$ cat src/design/mem_pkg.sv
`default_nettype none

package mem_pkg;

    localparam int XLEN        = 64;
    localparam int WORD_W      = XLEN / 2;
    localparam int CACHE_LINES = 8;   // one doubleword per line.
    localparam int INDEX_W     = 3;
    localparam int OFFSET_W    = 3;
    localparam int TAG_W       = XLEN - INDEX_W - OFFSET_W;
    localparam int SIZE_W      = 3;   // log2 of the transfer bytes.

    // operation sitting in the MA stage.
    typedef enum logic [2:0] {
        MEM_NONE,
        MEM_LD,
        MEM_LW,
        MEM_LWU,
        MEM_SD,
        MEM_SW
    } mem_op_e;

    typedef enum logic [2:0] {
        TL_PUT_FULL = 3'd0,
        TL_GET      = 3'd4
    } tl_a_op_e;

    typedef enum logic [2:0] {
        TL_ACK      = 3'd0,
        TL_ACK_DATA = 3'd1
    } tl_d_op_e;

    function automatic logic is_load(mem_op_e op);
        return op inside {MEM_LD, MEM_LW, MEM_LWU};
    endfunction

    function automatic logic is_store(mem_op_e op);
        return op inside {MEM_SD, MEM_SW};
    endfunction

    // word sized ops, loads and stores alike.
    function automatic logic is_word(mem_op_e op);
        return op inside {MEM_LW, MEM_LWU, MEM_SW};
    endfunction

endpackage

`default_nettype wire

$ cat src/design/bus_agent.sv
`default_nettype none

module bus_agent (
    input  logic                       clk,
    input  logic                       rst,
    input  mem_pkg::mem_op_e           mem_op,
    input  logic                       hit,
    input  logic [mem_pkg::XLEN-1:0]   addr,
    input  logic [mem_pkg::XLEN-1:0]   store_data,
    input  logic                       a_ready,
    input  logic                       d_valid,
    input  mem_pkg::tl_d_op_e          d_opcode,
    input  logic [mem_pkg::XLEN-1:0]   d_data,
    output logic                       a_valid,
    output mem_pkg::tl_a_op_e          a_opcode,
    output logic [mem_pkg::SIZE_W-1:0] a_size,
    output logic [mem_pkg::XLEN-1:0]   a_address,
    output logic [mem_pkg::XLEN-1:0]   a_data,
    output logic [mem_pkg::XLEN-1:0]   rd_data,
    output logic                       stall
);
    import mem_pkg::*;

    typedef enum logic [1:0] {
        IDLE,
        REQ,
        WAIT,
        DONE
    } state_e;

    state_e state;
    state_e state_next;

    logic              need_bus;
    logic              start;
    logic [WORD_W-1:0] st_word;
    logic [XLEN-1:0]   dw_addr;

    assign need_bus = is_store(mem_op) || (is_load(mem_op) && !hit);
    assign start    = (state == IDLE) && need_bus;
    assign st_word  = store_data[WORD_W-1:0];
    assign dw_addr  = {addr[XLEN-1:OFFSET_W], {OFFSET_W{1'b0}}};

    always_ff @(posedge clk) begin
        if (rst) begin
            state <= IDLE;
        end else begin
            state <= state_next;
        end
    end

    always_comb begin
        state_next = state;
        case (state)
            IDLE: if (need_bus) state_next = REQ;
            REQ:  if (a_ready) state_next = WAIT;
            WAIT: if (d_valid) state_next = DONE;   // d channel is always accepted.
            DONE: state_next = IDLE;   // op is consumed here.
            default: state_next = IDLE;
        endcase
    end

    // stall drops only once the response has been latched.
    always_comb begin
        case (state)
            IDLE:      stall = need_bus;
            REQ, WAIT: stall = 1'b1;
            default:   stall = 1'b0;
        endcase
    end

    assign a_valid = (state == REQ);

    // request fields are captured once, so they stay put under back-pressure.
    always_ff @(posedge clk) begin
        if (start) begin
            if (is_store(mem_op)) begin
                a_opcode <= TL_PUT_FULL;
                if (is_word(mem_op)) begin
                    a_size    <= SIZE_W'(2);
                    a_address <= {addr[XLEN-1:2], 2'b00};
                    // word goes into its byte lane of the doubleword.
                    a_data    <= addr[OFFSET_W-1] ? {st_word, {WORD_W{1'b0}}}
                                                  : {{WORD_W{1'b0}}, st_word};
                end else begin
                    a_size    <= SIZE_W'(3);
                    a_address <= dw_addr;
                    a_data    <= store_data;
                end
            end else begin
                a_opcode  <= TL_GET;
                a_size    <= SIZE_W'(3);   // whole line, word loads too.
                a_address <= dw_addr;
                a_data    <= '0;
            end
        end
    end

    // response data for the load miss.
    always_ff @(posedge clk) begin
        if ((state == WAIT) && d_valid && (d_opcode == TL_ACK_DATA)) begin
            rd_data <= d_data;
        end
    end

endmodule

`default_nettype wire

$ cat src/design/data_cache.sv
`default_nettype none

module data_cache (
    input  logic                     clk,
    input  logic                     rst,
    input  logic                     invalid,
    input  mem_pkg::mem_op_e         mem_op,
    input  logic [mem_pkg::XLEN-1:0] addr,
    input  logic [mem_pkg::XLEN-1:0] store_data,
    input  logic                     d_valid,
    input  mem_pkg::tl_d_op_e        d_opcode,
    input  logic [mem_pkg::XLEN-1:0] d_data,
    output logic [mem_pkg::XLEN-1:0] rd_data,
    output logic                     hit
);
    import mem_pkg::*;

    logic [TAG_W-1:0]       tag_mem  [CACHE_LINES];
    logic [XLEN-1:0]        data_mem [CACHE_LINES];
    logic [CACHE_LINES-1:0] valid;

    logic [INDEX_W-1:0] index;
    logic [TAG_W-1:0]   tag;
    logic               tag_match;
    logic               fill;
    logic               store_upd;
    logic [XLEN-1:0]    merged;

    assign index = addr[OFFSET_W +: INDEX_W];
    assign tag   = addr[XLEN-1 -: TAG_W];

    assign tag_match = valid[index] && (tag_mem[index] == tag);
    assign hit       = is_load(mem_op) && tag_match;   // stores never count as hits.
    assign rd_data   = data_mem[index];

    // d_ready is always high, so d_valid alone marks a beat.
    assign fill      = d_valid && (d_opcode == TL_ACK_DATA);
    assign store_upd = d_valid && (d_opcode == TL_ACK) && is_store(mem_op) && tag_match;

    // write-through update of a line that is already present.
    always_comb begin
        merged = data_mem[index];
        if (is_word(mem_op)) begin
            if (addr[OFFSET_W-1]) begin
                merged[XLEN-1:WORD_W] = store_data[WORD_W-1:0];   // upper lane.
            end else begin
                merged[WORD_W-1:0] = store_data[WORD_W-1:0];
            end
        end else begin
            merged = store_data;
        end
    end

    // flush wins over a fill in the same cycle.
    always_ff @(posedge clk) begin
        if (rst || invalid) begin
            valid <= '0;
        end else if (fill) begin
            valid[index] <= 1'b1;
        end
    end

    always_ff @(posedge clk) begin
        if (fill) begin
            tag_mem[index]  <= tag;
            data_mem[index] <= d_data;
        end else if (store_upd) begin
            data_mem[index] <= merged;
        end
    end

endmodule

`default_nettype wire

$ cat src/design/ma_wb_reg.sv
`default_nettype none

module ma_wb_reg (
    input  logic                     clk,
    input  logic                     rst,
    input  logic                     clear,
    input  logic                     trap_en,
    input  logic                     stall,
    input  logic [mem_pkg::XLEN-1:0] pc,
    input  logic [4:0]               rd,
    input  logic [mem_pkg::XLEN-1:0] data,
    output logic [mem_pkg::XLEN-1:0] pc_out,
    output logic [4:0]               rd_out,
    output logic [mem_pkg::XLEN-1:0] data_out
);

    logic bubble;

    assign bubble = clear || trap_en;

    // rd 0 marks an empty slot for write-back.
    always_ff @(posedge clk) begin
        if (rst) begin
            rd_out <= '0;
        end else if (!stall) begin
            rd_out <= bubble ? 5'd0 : rd;
        end
    end

    // held under stall so WB keeps forwarding the same value.
    always_ff @(posedge clk) begin
        if (!stall) begin
            pc_out   <= pc;
            data_out <= bubble ? '0 : data;
        end
    end

endmodule

`default_nettype wire

$ cat src/design/mem_access.sv
`default_nettype none

module mem_access (
    input  logic                       clk,
    input  logic                       rst,
    input  logic                       clear,
    input  logic                       trap_en,
    input  mem_pkg::mem_op_e           mem_op,
    input  logic [mem_pkg::XLEN-1:0]   pc,
    input  logic [4:0]                 rd,
    input  logic [mem_pkg::XLEN-1:0]   result,
    input  logic [mem_pkg::XLEN-1:0]   data2,
    input  logic [mem_pkg::XLEN-1:0]   csr_data,
    input  logic                       op_csr,
    input  logic                       invalid,
    output logic [mem_pkg::XLEN-1:0]   ma_out,
    output logic [mem_pkg::XLEN-1:0]   pc_out,
    output logic [4:0]                 rd_out,
    output logic [mem_pkg::XLEN-1:0]   data_out,
    output logic                       stall,
    output logic                       a_valid,
    output mem_pkg::tl_a_op_e          a_opcode,
    output logic [mem_pkg::SIZE_W-1:0] a_size,
    output logic [mem_pkg::XLEN-1:0]   a_address,
    output logic [mem_pkg::XLEN-1:0]   a_data,
    input  logic                       a_ready,
    input  logic                       d_valid,
    input  mem_pkg::tl_d_op_e          d_opcode,
    input  logic [mem_pkg::XLEN-1:0]   d_data
);
    import mem_pkg::*;

    logic [XLEN-1:0]   cache_data;
    logic [XLEN-1:0]   bus_data;
    logic              cache_hit;
    logic [XLEN-1:0]   mem_dword;
    logic [WORD_W-1:0] mem_word;
    logic [XLEN-1:0]   load_val;

    // cache first, bus data covers a flush that raced the fill.
    assign mem_dword = cache_hit ? cache_data : bus_data;
    assign mem_word  = result[OFFSET_W-1] ? mem_dword[XLEN-1:WORD_W] : mem_dword[WORD_W-1:0];

    always_comb begin
        case (mem_op)
            MEM_LD:  load_val = mem_dword;
            MEM_LW:  load_val = {{WORD_W{mem_word[WORD_W-1]}}, mem_word};   // sign extend.
            MEM_LWU: load_val = {{WORD_W{1'b0}}, mem_word};
            default: load_val = result;   // alu value passes through.
        endcase
    end

    assign ma_out = op_csr ? csr_data : load_val;

    data_cache u_data_cache (
        .clk        (clk),
        .rst        (rst),
        .invalid    (invalid),
        .mem_op     (mem_op),
        .addr       (result),
        .store_data (data2),
        .d_valid    (d_valid),
        .d_opcode   (d_opcode),
        .d_data     (d_data),
        .rd_data    (cache_data),
        .hit        (cache_hit)
    );

    bus_agent u_bus_agent (
        .clk        (clk),
        .rst        (rst),
        .mem_op     (mem_op),
        .hit        (cache_hit),
        .addr       (result),
        .store_data (data2),
        .a_ready    (a_ready),
        .d_valid    (d_valid),
        .d_opcode   (d_opcode),
        .d_data     (d_data),
        .a_valid    (a_valid),
        .a_opcode   (a_opcode),
        .a_size     (a_size),
        .a_address  (a_address),
        .a_data     (a_data),
        .rd_data    (bus_data),
        .stall      (stall)
    );

    // stall also freezes write-back, EX may forward from it.
    ma_wb_reg u_ma_wb_reg (
        .clk      (clk),
        .rst      (rst),
        .clear    (clear),
        .trap_en  (trap_en),
        .stall    (stall),
        .pc       (pc),
        .rd       (rd),
        .data     (ma_out),
        .pc_out   (pc_out),
        .rd_out   (rd_out),
        .data_out (data_out)
    );

endmodule

`default_nettype wire

$ cat config.mk
export PLATFORM = sky130hd
export DESIGN_NAME = mem_access
export DESIGN_NICKNAME = d
export VERILOG_FILES = /design/src/design/mem_pkg.sv /design/src/design/bus_agent.sv /design/src/design/data_cache.sv /design/src/design/ma_wb_reg.sv /design/src/design/mem_access.sv
export SDC_FILE = /design/constraint.sdc
export NUM_CORES = 1
export LEC_CHECK = 0
export BUFFER_PORTS_ARGS = -buffer_cell sky130_fd_sc_hd__clkbuf_2
export CORE_UTILIZATION = 38
export CTS_CLUSTER_DIAMETER = 50
export DETAILED_ROUTE_END_ITERATION = 8
export HOLD_SLACK_MARGIN = 0.05
export REMOVE_ABC_BUFFERS = 1
export SLEW_MARGIN = 20
export SYNTH_ARGS = -nofsm -noshare
export SYNTH_HDL_FRONTEND = slang
export SYNTH_SLANG_ARGS = --single-unit
$ cat constraint.sdc
create_clock -name clk -period 12.45 [get_ports clk]
set_input_delay 1.245 -clock clk [delete_from_list [all_inputs] [get_ports clk]]
set_output_delay 1.245 -clock clk [all_outputs]
set_load 0.02 [all_outputs]
# [Yosys cells after proc, flatten, opt, wreduce, memory -nomap -nowiden]
# Memories as Yosys holds them, arrays and structs flattened.
# Index checks and enable logic that the tools add are counted.
[word_totals] regBits=341 mem_bits_rw=976 in_bits=339 output_inout_bits=333 wordCells=82 mem_count=2
[mem_list] name="u_data_cache.data_mem" words=8 word_bits=64 read_ports=1 rd_clocked_by_memory_dff=0 wr=1 line_no="data_cache.sv:19" rtl="logic [XLEN-1:0] data_mem [CACHE_LINES];"
[mem_list] name="u_data_cache.tag_mem" words=8 word_bits=58 read_ports=1 rd_clocked_by_memory_dff=0 wr=1 line_no="data_cache.sv:18" rtl="logic [TAG_W-1:0] tag_mem [CACHE_LINES];"
[op_classes] magnitude_cmp=2 eq_ne=13 mux=28 bitwise_logic=2 n_reduce_logical=23
[op_table] operator="$mux W64" n=6
[op_table] operator="$pmux W64 S3" n=1
[op_table] operator="$mux W32" n=3
[op_table] operator="$eq A58 B58 Y1" n=1
[op_table] operator="$logic_and A1 B1 Y1" n=11
[op_table] operator="$mux W1" n=8
[op_table] operator="$or A8 B8 Y8" n=1
[op_table] operator="$pmux W2 S4" n=1
[op_table] operator="$eq A3 B1 Y1 const B" n=2
[op_table] operator="$eq A3 B2 Y1 const B" n=2
[op_table] operator="$eq A3 B3 Y1 const B" n=2
[op_table] operator="$mux W2" n=3
[op_table] operator="$mux W3" n=2
[op_table] operator="$reduce_bool A3 Y1" n=2
[op_table] operator="$mux W5" n=1
[op_table] operator="$eq A2 B2 Y1 const B" n=2
[op_table] operator="$lt A3 B4 Y1 const B" n=1
[op_table] operator="$ne A2 B1 Y1 const B" n=2
[op_table] operator="$bmux W1 S3" n=1
[op_table] operator="$demux W1 S3" n=1
[op_table] operator="$ge A3 B1 Y1 const B" n=1
[op_table] operator="$logic_not A3 Y1" n=1
[op_table] operator="$logic_or A1 B1 Y1" n=3
[op_table] operator="$reduce_and A3 Y1" n=1
[op_table] operator="9 further kinds" n=9

# [Depth between registers and ports, before layout]
# Gate-level depths: netlist of the first run.
[depth] ltp_word=9 ltp_mapped=18 depth_no_buf=9

# [Hierarchy]
# A second synthesis of the first run with hierarchy kept.
[unflattened] cells_unflattened=2980 hier_area_um2=53859.2
[by_module_without_submodules] mod="data_cache" instances=1 cells_each=2128 area_each_um2=39574.2
[by_module_without_submodules] mod="bus_agent" instances=1 cells_each=310 area_each_um2=6611.3
[by_module_without_submodules] mod="ma_wb_reg" instances=1 cells_each=221 area_each_um2=4479.3
[by_module_without_submodules] mod="mem_access" instances=1 cells_each=321 area_each_um2=3194.3

# [Least setup slack after synthesis of the first run]
# OpenSTA, ideal clock, no wires.
[synth_path] path_kind="input to register" start="in result[3] (netlist bit)" end="mem u_data_cache.data_mem[3][0] (enable)" t_arrival_ps=8627 t_required_ps=11885 slack_ps=3258 path_stages=14 path_cell_list="buf_4 > buf_4 > buf_2 > buf_2 > mux4_2 > mux2i_1 > xor2_1 > nand3_1 > or3_1 > clkbuf_1 > nor4_1 > nor2b_1 > clkbuf_1 > nor3_1"
[synth_between] elab_chain_len=8 word_cells_on_any_way=10 cone_classes="eq/ne: 1; mux: 5; bitwise: 1; reduce/logical: 2; memory: 1"
[synth_lines] item="from (decl)" line_no="mem_access.sv:11" rtl="input logic [mem_pkg::XLEN-1:0] result,"
[synth_lines] item="$mem_v2 Z8 W58 / $bmux W1 S3 (equally long branches)"
[synth_lines] item="$eq A58 B58 Y1 / $mux W1 (equally long branches)" line_no="data_cache.sv:32" rtl="assign tag_match = valid[index] && (tag_mem[index] == tag);"
[synth_lines] item="$logic_and A1 B1 Y1" line_no="data_cache.sv:32"
[synth_lines] item="$logic_and A1 B1 Y1" line_no="data_cache.sv:38" rtl="assign store_upd = d_valid && (d_opcode == TL_ACK) && is_store(mem_op) && tag_match;"
[synth_lines] item="$mux W1" line_no="data_cache.sv:67" rtl="end else if (store_upd) begin"
[synth_lines] item="$mux W1" line_no="data_cache.sv:64" rtl="if (fill) begin"
[synth_lines] item="$mux W1 (implied by the code)" line_no="data_cache.sv:68" rtl="data_mem[index] <= merged;"
[synth_lines] item="$or A1 B1 Y1 (no line)"
[synth_lines] item="to (decl)" line_no="data_cache.sv:19"
# Several ways; a longest one is shown, not always the timed one. The select of a mux whose other input is x is not followed.

# [Final worst setup path of the first run]
[layout_path] start="in result[4] (netlist bit)" end="out ma_out[53] (netlist bit)"
[layout_between] elab_chain_len=8 word_cells_on_any_way=11 cone_classes="eq/ne: 1; mux: 6; reduce/logical: 2; memory: 2"
[layout_lines] item="$mem_v2 Z8 W58 / $bmux W1 S3 (equally long branches)"
[layout_lines] item="$eq A58 B58 Y1 / $mux W1 (equally long branches)" line_no="data_cache.sv:32"
[layout_lines] item="$logic_and A1 B1 Y1" line_no="data_cache.sv:32"
[layout_lines] item="$logic_and A1 B1 Y1" line_no="data_cache.sv:33" rtl="assign hit = is_load(mem_op) && tag_match;"
[layout_lines] item="$mux W64 (*)" line_no="mem_access.sv:41" rtl="assign mem_dword = cache_hit ? cache_data : bus_data;"
[layout_lines] item="$mux W32" line_no="mem_access.sv:42" rtl="assign mem_word = result[OFFSET_W-1] ? mem_dword[XLEN-1:WORD_W] : mem_dword[WORD_W-1:0];"
[layout_lines] item="$pmux W64 S3 (*)" line_no="mem_access.sv:45" rtl="case (mem_op)"
[layout_lines] item="$mux W64 (*)" line_no="mem_access.sv:53" rtl="assign ma_out = op_csr ? csr_data : load_val;"
[layout_lines] item="to (decl)" line_no="mem_access.sv:16" rtl="output logic [mem_pkg::XLEN-1:0] ma_out,"
# Mark *: on every way between the ends. The rest lies on a longest branch, timed or not. The select of a mux whose other input is x is not followed.

==> impl_metrics.json, run 1 <==
{
  "htree_num_levels": 4,
  "cts_resized": 0,
  "layout.cells.most_common": "edfxtp_1",
  "dr.first_iter.drc_count": 4383,
  "clockBufferDepth": 3,
  "floorplan.io_pins": 672,
  "relSlewSlack": 0.184,
  "grt_remaining_overflow": 0,
  "synth_area_per_cell_sq_um": 16.0,
  "rr_worst_depth": 12,
  "floorplan.die_area_sq_um": 144000,
  "crit_path_max_fanout": 62,
  "finalWeightedCongestion": 0.836,
  "setup.worst_path.class": "in -> out",
  "cts-root-buf": "clkbuf_16",
  "worst_setup_hold_path_clk_slew_ns": 0.06,
  "core_sq_um": 140000,
  "wire_length_of_the_first_global_routing_pass_microns": 267000,
  "setup_repair_after_global_routing_missed_its_margin": "no",
  "total_power_mw": 11.7,
  "worstPathArrival_ns": 7.25,
  "post_drt_wl_per_cell_microns": 32.4,
  "hold_end": "u_data_cache.valid[2]",
  "fin_crit_ns": 8.49,
  "postCtsHoldBufs": 0,
  "worst_slew_pin_slew_ns": 1.22,
  "hp-class": "reg -> reg",
  "synth.cell_area_sq_um": 54000,
  "critical_path.reg2reg.startpoint": "u_data_cache.tag_mem[0][41]",
  "fp.dieH_microns": 379,
  "timing.final.setup_violations": 0,
  "yosys_register_bits": 1311,
  "power-per-cell-area_nw_per_um2": 180,
  "worstSkewPairLatency_ns": 0.81,
  "layout_area_growth_over_synthesis_pct": 20.3,
  "fin_worst_skew_ns": 0.0330,
  "postCtsSetupBuffers": 0,
  "clock_sinks": 1311,
  "first_global_vias": 34000,
  "final.period_utilization": 0.682,
  "crit_path_end_kind": "output port",
  "final_ant_viol_nets": 0,
  "worst_ir_drop_vdd_v": 0.000157,
  "hold_violations": 0,
  "status": "completed",
  "synth-seq-area-share": 0.726,
  "yosysTopAreaCellShare": 0.721,
  "synth_async_sr_flop_share": 0,
  "vias": 35900,
  "drc": 0,
  "synthCells": 3366,
  "preCtsSetupSlack_ns": 3.94,
  "maxCapViolCount": 0,
  "synth.top_cells.by_area": "edfxtp_1 72%, mux4_2 3.3%, mux2_2 3.2%",
  "grt_start_max_net_pins": 98,
  "tritoncts_clock_tree": "yes",
  "floorplan.initialDensity": 0.385,
  "antenna_found_initial": 43,
  "sequential_cell_area_sq_um": 39200,
  "synthFlopType": "edfxtp_1",
  "p_leak_nw": 22.8,
  "final_critical_path_setup_slack_ns": 3.96,
  "final_nets": 4403,
  "crit_path_start": "result[4]",
  "hold_path_depth": 1,
  "n_fill_cell": 12300,
  "synth_area_leader_cell": "edfxtp_1",
  "viasPerCell": 5.90,
  "netlist-cell-type-count": 74,
  "drt_pre_antenna_iters": 7,
  "std_cell_rows": 137,
  "r2r-end": "u_ma_wb_reg.pc_out[56]",
  "global_route.usage.total": 0.268,
  "cts_buffers": 158,
  "drt-total-wl_microns": 197000,
  "fp.dieW_microns": 379,
  "worst_hold_startpoint": "u_data_cache.valid[2]",
  "finalMaxSlewViolations": 0,
  "highest_count_cells_in_the_layout_ignoring_fill_and_taps": "1296 x edfxtp_1, 660 x clkbuf_2, 237 x nand2_1, 163 x clkbuf_16, 157 x mux2i_1",
  "ys_warnings": 0,
  "edff_count_synth": 1296,
  "multiInputGateArea_sq_um": 14000,
  "dp_hpwl_microns": 125000,
  "numPortBuffers": 665,
  "setup.reg_to_reg.worst_slack_ns": 6.07,
  "ratio_of_cells_with_drive_above_1_in_the_final_layout": 0.319,
  "max_fclk_mhz": 118,
  "worst_ep_required_time_ns": 11.20,
  "worstSetupStartpointType": "primary input"
}
[cell type report]
cell class	instances	share of cell area
multi-input cells	1796	0.215
flip-flops and latches	1311	0.604
inverters	25	0.00154
repair buffers	767	0.0639
clock inverters	93	0.0146
diodes	8	0.000308
well taps	1876	0.0361
clock buffers	198	0.0651
[synthesized netlist by cell type, types with 68 or more instances]
master    instances
mux4_2           80
mux2_2          152
clkbuf_1        147
nand3_1          76
a21oi_1         127
and3_1           68
o21ai_0         103
mux2i_1         157
edfxtp_1       1296
nand2_1         237
a22oi_1          85
nor2_1          120
[power by group]
group / switching (mW) / internal, mW / total [mW]
combinational: 1.28 / 0.435 / 1.72
clock: 1.91 / 2.67 / 4.59
sequential: 0.102 / 5.32 / 5.42
total: 3.30 / 8.42 / 11.7
[cell families after synthesis]
logic type,count (synthesis),synth area share
flip-flops,1311,0.726
AND/OR/NAND/NOR,685,0.0624
AO/OA/AOI/OAI,668,0.0872
multiplexers,390,0.0944
buffers and inverters,263,0.0215
XOR/XNOR,42,0.00681
adder cells (fa/ha/maj),5,0.00116
other,2,0.000139
[per-stage QoR]
step,instances,util,hold WS (ns),cell area [sq um],setup TNS [ns]
after floorplan,3132,-,0.433,52900,-1406.81
final,6074,0.463,0.461,65000,0
after global placement,5774,0.426,0.440,59700,0
after CTS,6066,0.463,0.463,64900,0
after global routing,6068,0.463,0.476,65000,0
after detailed placement,5775,0.426,0.449,59800,0
[state kept, by name (all words and copies together), names as in the netlist]
signal	flops
u_data_cache.valid	8
u_bus_agent.a_opcode	1
u_bus_agent.a_data	64
u_bus_agent.state	2
u_bus_agent.a_size	1
u_data_cache.tag_mem	464
u_bus_agent.a_address	62
u_bus_agent.rd_data	64
u_ma_wb_reg.rd_out	5
u_data_cache.data_mem	512
u_ma_wb_reg.data_out	64
u_ma_wb_reg.pc_out	64
[critical path, stage by stage]
cell and delay, ns:
clkbuf_8 0.53, buf_4 0.53, nand2_1 0.74, o22ai_1 0.44, or3_1 0.15, nand4_1 0.10
or4_1 0.67, or4_2 0.71, buf_4 0.34, o31a_1 0.37, nor3_1 0.83, o31ai_1 0.23
clkbuf_2 0.21
[how the worst max path moves through the flow]
stage                                              to  slack (ns)  cells after the start
final                                      ma_out[53]        3.96                     13
after CTS                                  ma_out[47]        3.90                     13
after global routing                       ma_out[48]        3.72                     13
after floorplan           u_data_cache.data_mem[0][0]       -3.59                      9
after global placement    u_data_cache.data_mem[6][9]        3.94                     14
after detailed placement                   ma_out[47]        3.94                     13
[metal layers]
| layer | part of all wire | GRT usage |
|---|---|---|
| met1 | 0.40 | 0.363 |
| met2 | 0.45 | 0.397 |
| met3 | 0.12 | 0.0963 |
| met4 | 0.032 | 0.0916 |
| met5 | 0.0017 | 0 |
Power figures use the tool's default switching activity.
==> run 2: changes to the inputs <==
==> constraint.sdc (replaced) <==
create_clock -name clk -period 7.3 [get_ports clk]
set_input_delay 0.73 -clock clk [delete_from_list [all_inputs] [get_ports clk]]
set_output_delay 0.73 -clock clk [all_outputs]
set_load 0.02 [all_outputs]
==> impl_metrics.json, run 2 (synthesized netlist as in run 1, its figures left out) <==
{
  "layout.cells.most_common": "edfxtp_1",
  "layout_top_registers": "u_data_cache.data_mem: 512 flops, u_data_cache.tag_mem: 464 flops",
  "floorplan.initialDensity": 0.385,
  "dp_hpwl_microns": 131000,
  "finalWeightedCongestion": 0.874,
  "crit_path_end_kind": "output port",
  "crit_chain": "clkbuf_8, buf_4, mux4_2, mux2i_1, xnor2_1, nor4_1, nand4_1, or3_2, buf_4, nor4_1, o21ai_0, nand3_1, clkbuf_2",
  "final_ant_viol_nets": 0,
  "drc": 0,
  "antenna_found_initial": 26,
  "final_nets": 4462,
  "total_power_mw": 20.0,
  "fp.dieW_microns": 379,
  "cts-root-buf": "clkbuf_16",
  "critical_path.max_stage_delay_ns": 0.99,
  "clock_sinks": 1311,
  "relSlewSlack": 0.237,
  "fin_worst_hold_slack_ns": 0.111,
  "worst_ir_drop_vdd_v": 0.000212,
  "preCtsSetupSlack_ns": 0.350,
  "grt_remaining_overflow": 0,
  "worstPathArrival_ns": 6.24,
  "vias": 36200,
  "global_route.usage.total": 0.271,
  "fp.dieH_microns": 379,
  "drt-total-wl_microns": 199000,
  "max_fclk_mhz": 143,
  "largest-register": "u_data_cache.data_mem",
  "setup-tns-final_ns": 0,
  "setup.worst_path.class": "in -> out",
  "fin_worst_skew_ns": 0.0462,
  "crit_path_max_fanout": 61,
  "timing.final.setup_violations": 0,
  "std_cell_rows": 137,
  "status": "completed",
  "rr_worst_depth": 12,
  "worstSetupStartpointType": "primary input",
  "floorplan.io_pins": 672,
  "worst_setup_hold_path_clk_slew_ns": 0.06,
  "fin_crit_ns": 6.97,
  "hp-class": "in -> reg",
  "worst_path_max_delay_cell": "or3_2",
  "cts_buffers": 154,
  "core_sq_um": 140000,
  "grt_start_max_net_pins": 65,
  "worst_slew_pin_slew_ns": 1.14,
  "hold_path_depth": 1,
  "postCtsSetupBuffers": 0,
  "floorplan.die_area_sq_um": 144000,
  "wire_length_of_the_first_global_routing_pass_microns": 270000,
  "maxCapViolCount": 0,
  "final.period_utilization": 0.955,
  "hold_violations": 0,
  "final_critical_path_setup_slack_ns": 0.331,
  "tritoncts_clock_tree": "yes",
  "p_leak_nw": 23.1,
  "htree_num_levels": 4,
  "ratio_of_cells_with_drive_above_1_in_the_final_layout": 0.326,
  "first_global_vias": 34300,
  "clockBufferDepth": 3,
  "worst_ep_required_time_ns": 6.57,
  "setup_repair_after_global_routing_missed_its_margin": "no",
  "highest_count_cells_in_the_layout_ignoring_fill_and_taps": "1296 x edfxtp_1, 660 x clkbuf_2, 237 x nand2_1, 157 x mux2i_1, 155 x clkbuf_16",
  "viasPerCell": 5.92,
  "drt_pre_antenna_iters": 5,
  "power-per-cell-area_nw_per_um2": 305,
  "numPortBuffers": 665,
  "finalMaxSlewViolations": 0,
  "post_drt_wl_per_cell_microns": 32.5,
  "largest_register_ffs": 512,
  "layout_area_growth_over_synthesis_pct": 21.3,
  "worstSkewPairLatency_ns": 0.81,
  "dr.first_iter.drc_count": 4394
}
==> run 2: changes by cell type in the layout (fill, tap and decap cells not counted), moves of 4 or more <==
cell        delta
buf_12        +15
buf_4         +45
bufinv_16      +4
clkbuf_16      -8
clkinvlp_4     -6
==> run 2: critical path, delay by kind of cell <==
| family | cells | cell delay [ns] |
|---|---|---|
| buf+inv | 4 | 1.45 |
| simple gates | 5 | 2.64 |
| mux | 2 | 0.70 |
| xor+xnor | 1 | 0.08 |
| compound gates | 1 | 0.52 |
==> run 2: layout make-up <==
cell class | count | area (sq um)
antenna | 11 | 27.5
clock inverter | 87 | 1020
sequential | 1311 | 39200
clock buffer | 188 | 4010
tap | 1876 | 2350
fill | 12400 | 74700
inverter | 25 | 100
timing repair buffer | 830 | 4810
multi-input combinational | 1796 | 14000
==> run 2: routing by layer <==
layer  up-vias  wire (microns)  global-route usage
li1      15000               -                   -
met1     18600           80100               0.369
met2      2217           89700               0.406
met3       336           23300              0.0884
met4        22            5970              0.0877
met5         -             132                   0
==> run 2: stage by stage <==
step                instance area (sq um)   util  std cells
floorplan                           52900      -       3132
global placement                    60400  0.431       5834
detailed placement                  60400  0.431       5835
CTS                                 65500  0.467       6112
global route                        65500  0.467       6113
finish                              65500  0.467       6124
==> run 2: final timing paths <==
check                                                  from                endpoint  slack (ns)
worst min-delay path                                 pc[25]  u_ma_wb_reg.pc_out[25]        0.11
worst max-delay path                              result[4]              ma_out[28]        0.33
worst max register to register  u_data_cache.tag_mem[6][35]  u_bus_agent.a_data[39]        2.13
worst min register to register        u_data_cache.valid[4]   u_data_cache.valid[4]        0.47
==> run 2: report_power, final <==
group	internal, mW	total (mW)	leakage (nW)	switching (mW)
registers	9.06	9.25	12.0	0.192
logic	0.820	3.07	8.69	2.25
clock network	4.49	7.69	2.43	3.20
total	14.4	20.0	23.1	5.64
==> run 2: repair_timing <==
action | CTS | global route
hold buffers | 2 | 0
gates resized for setup | 0 | 0
hold endpoints to repair | 2 | 0
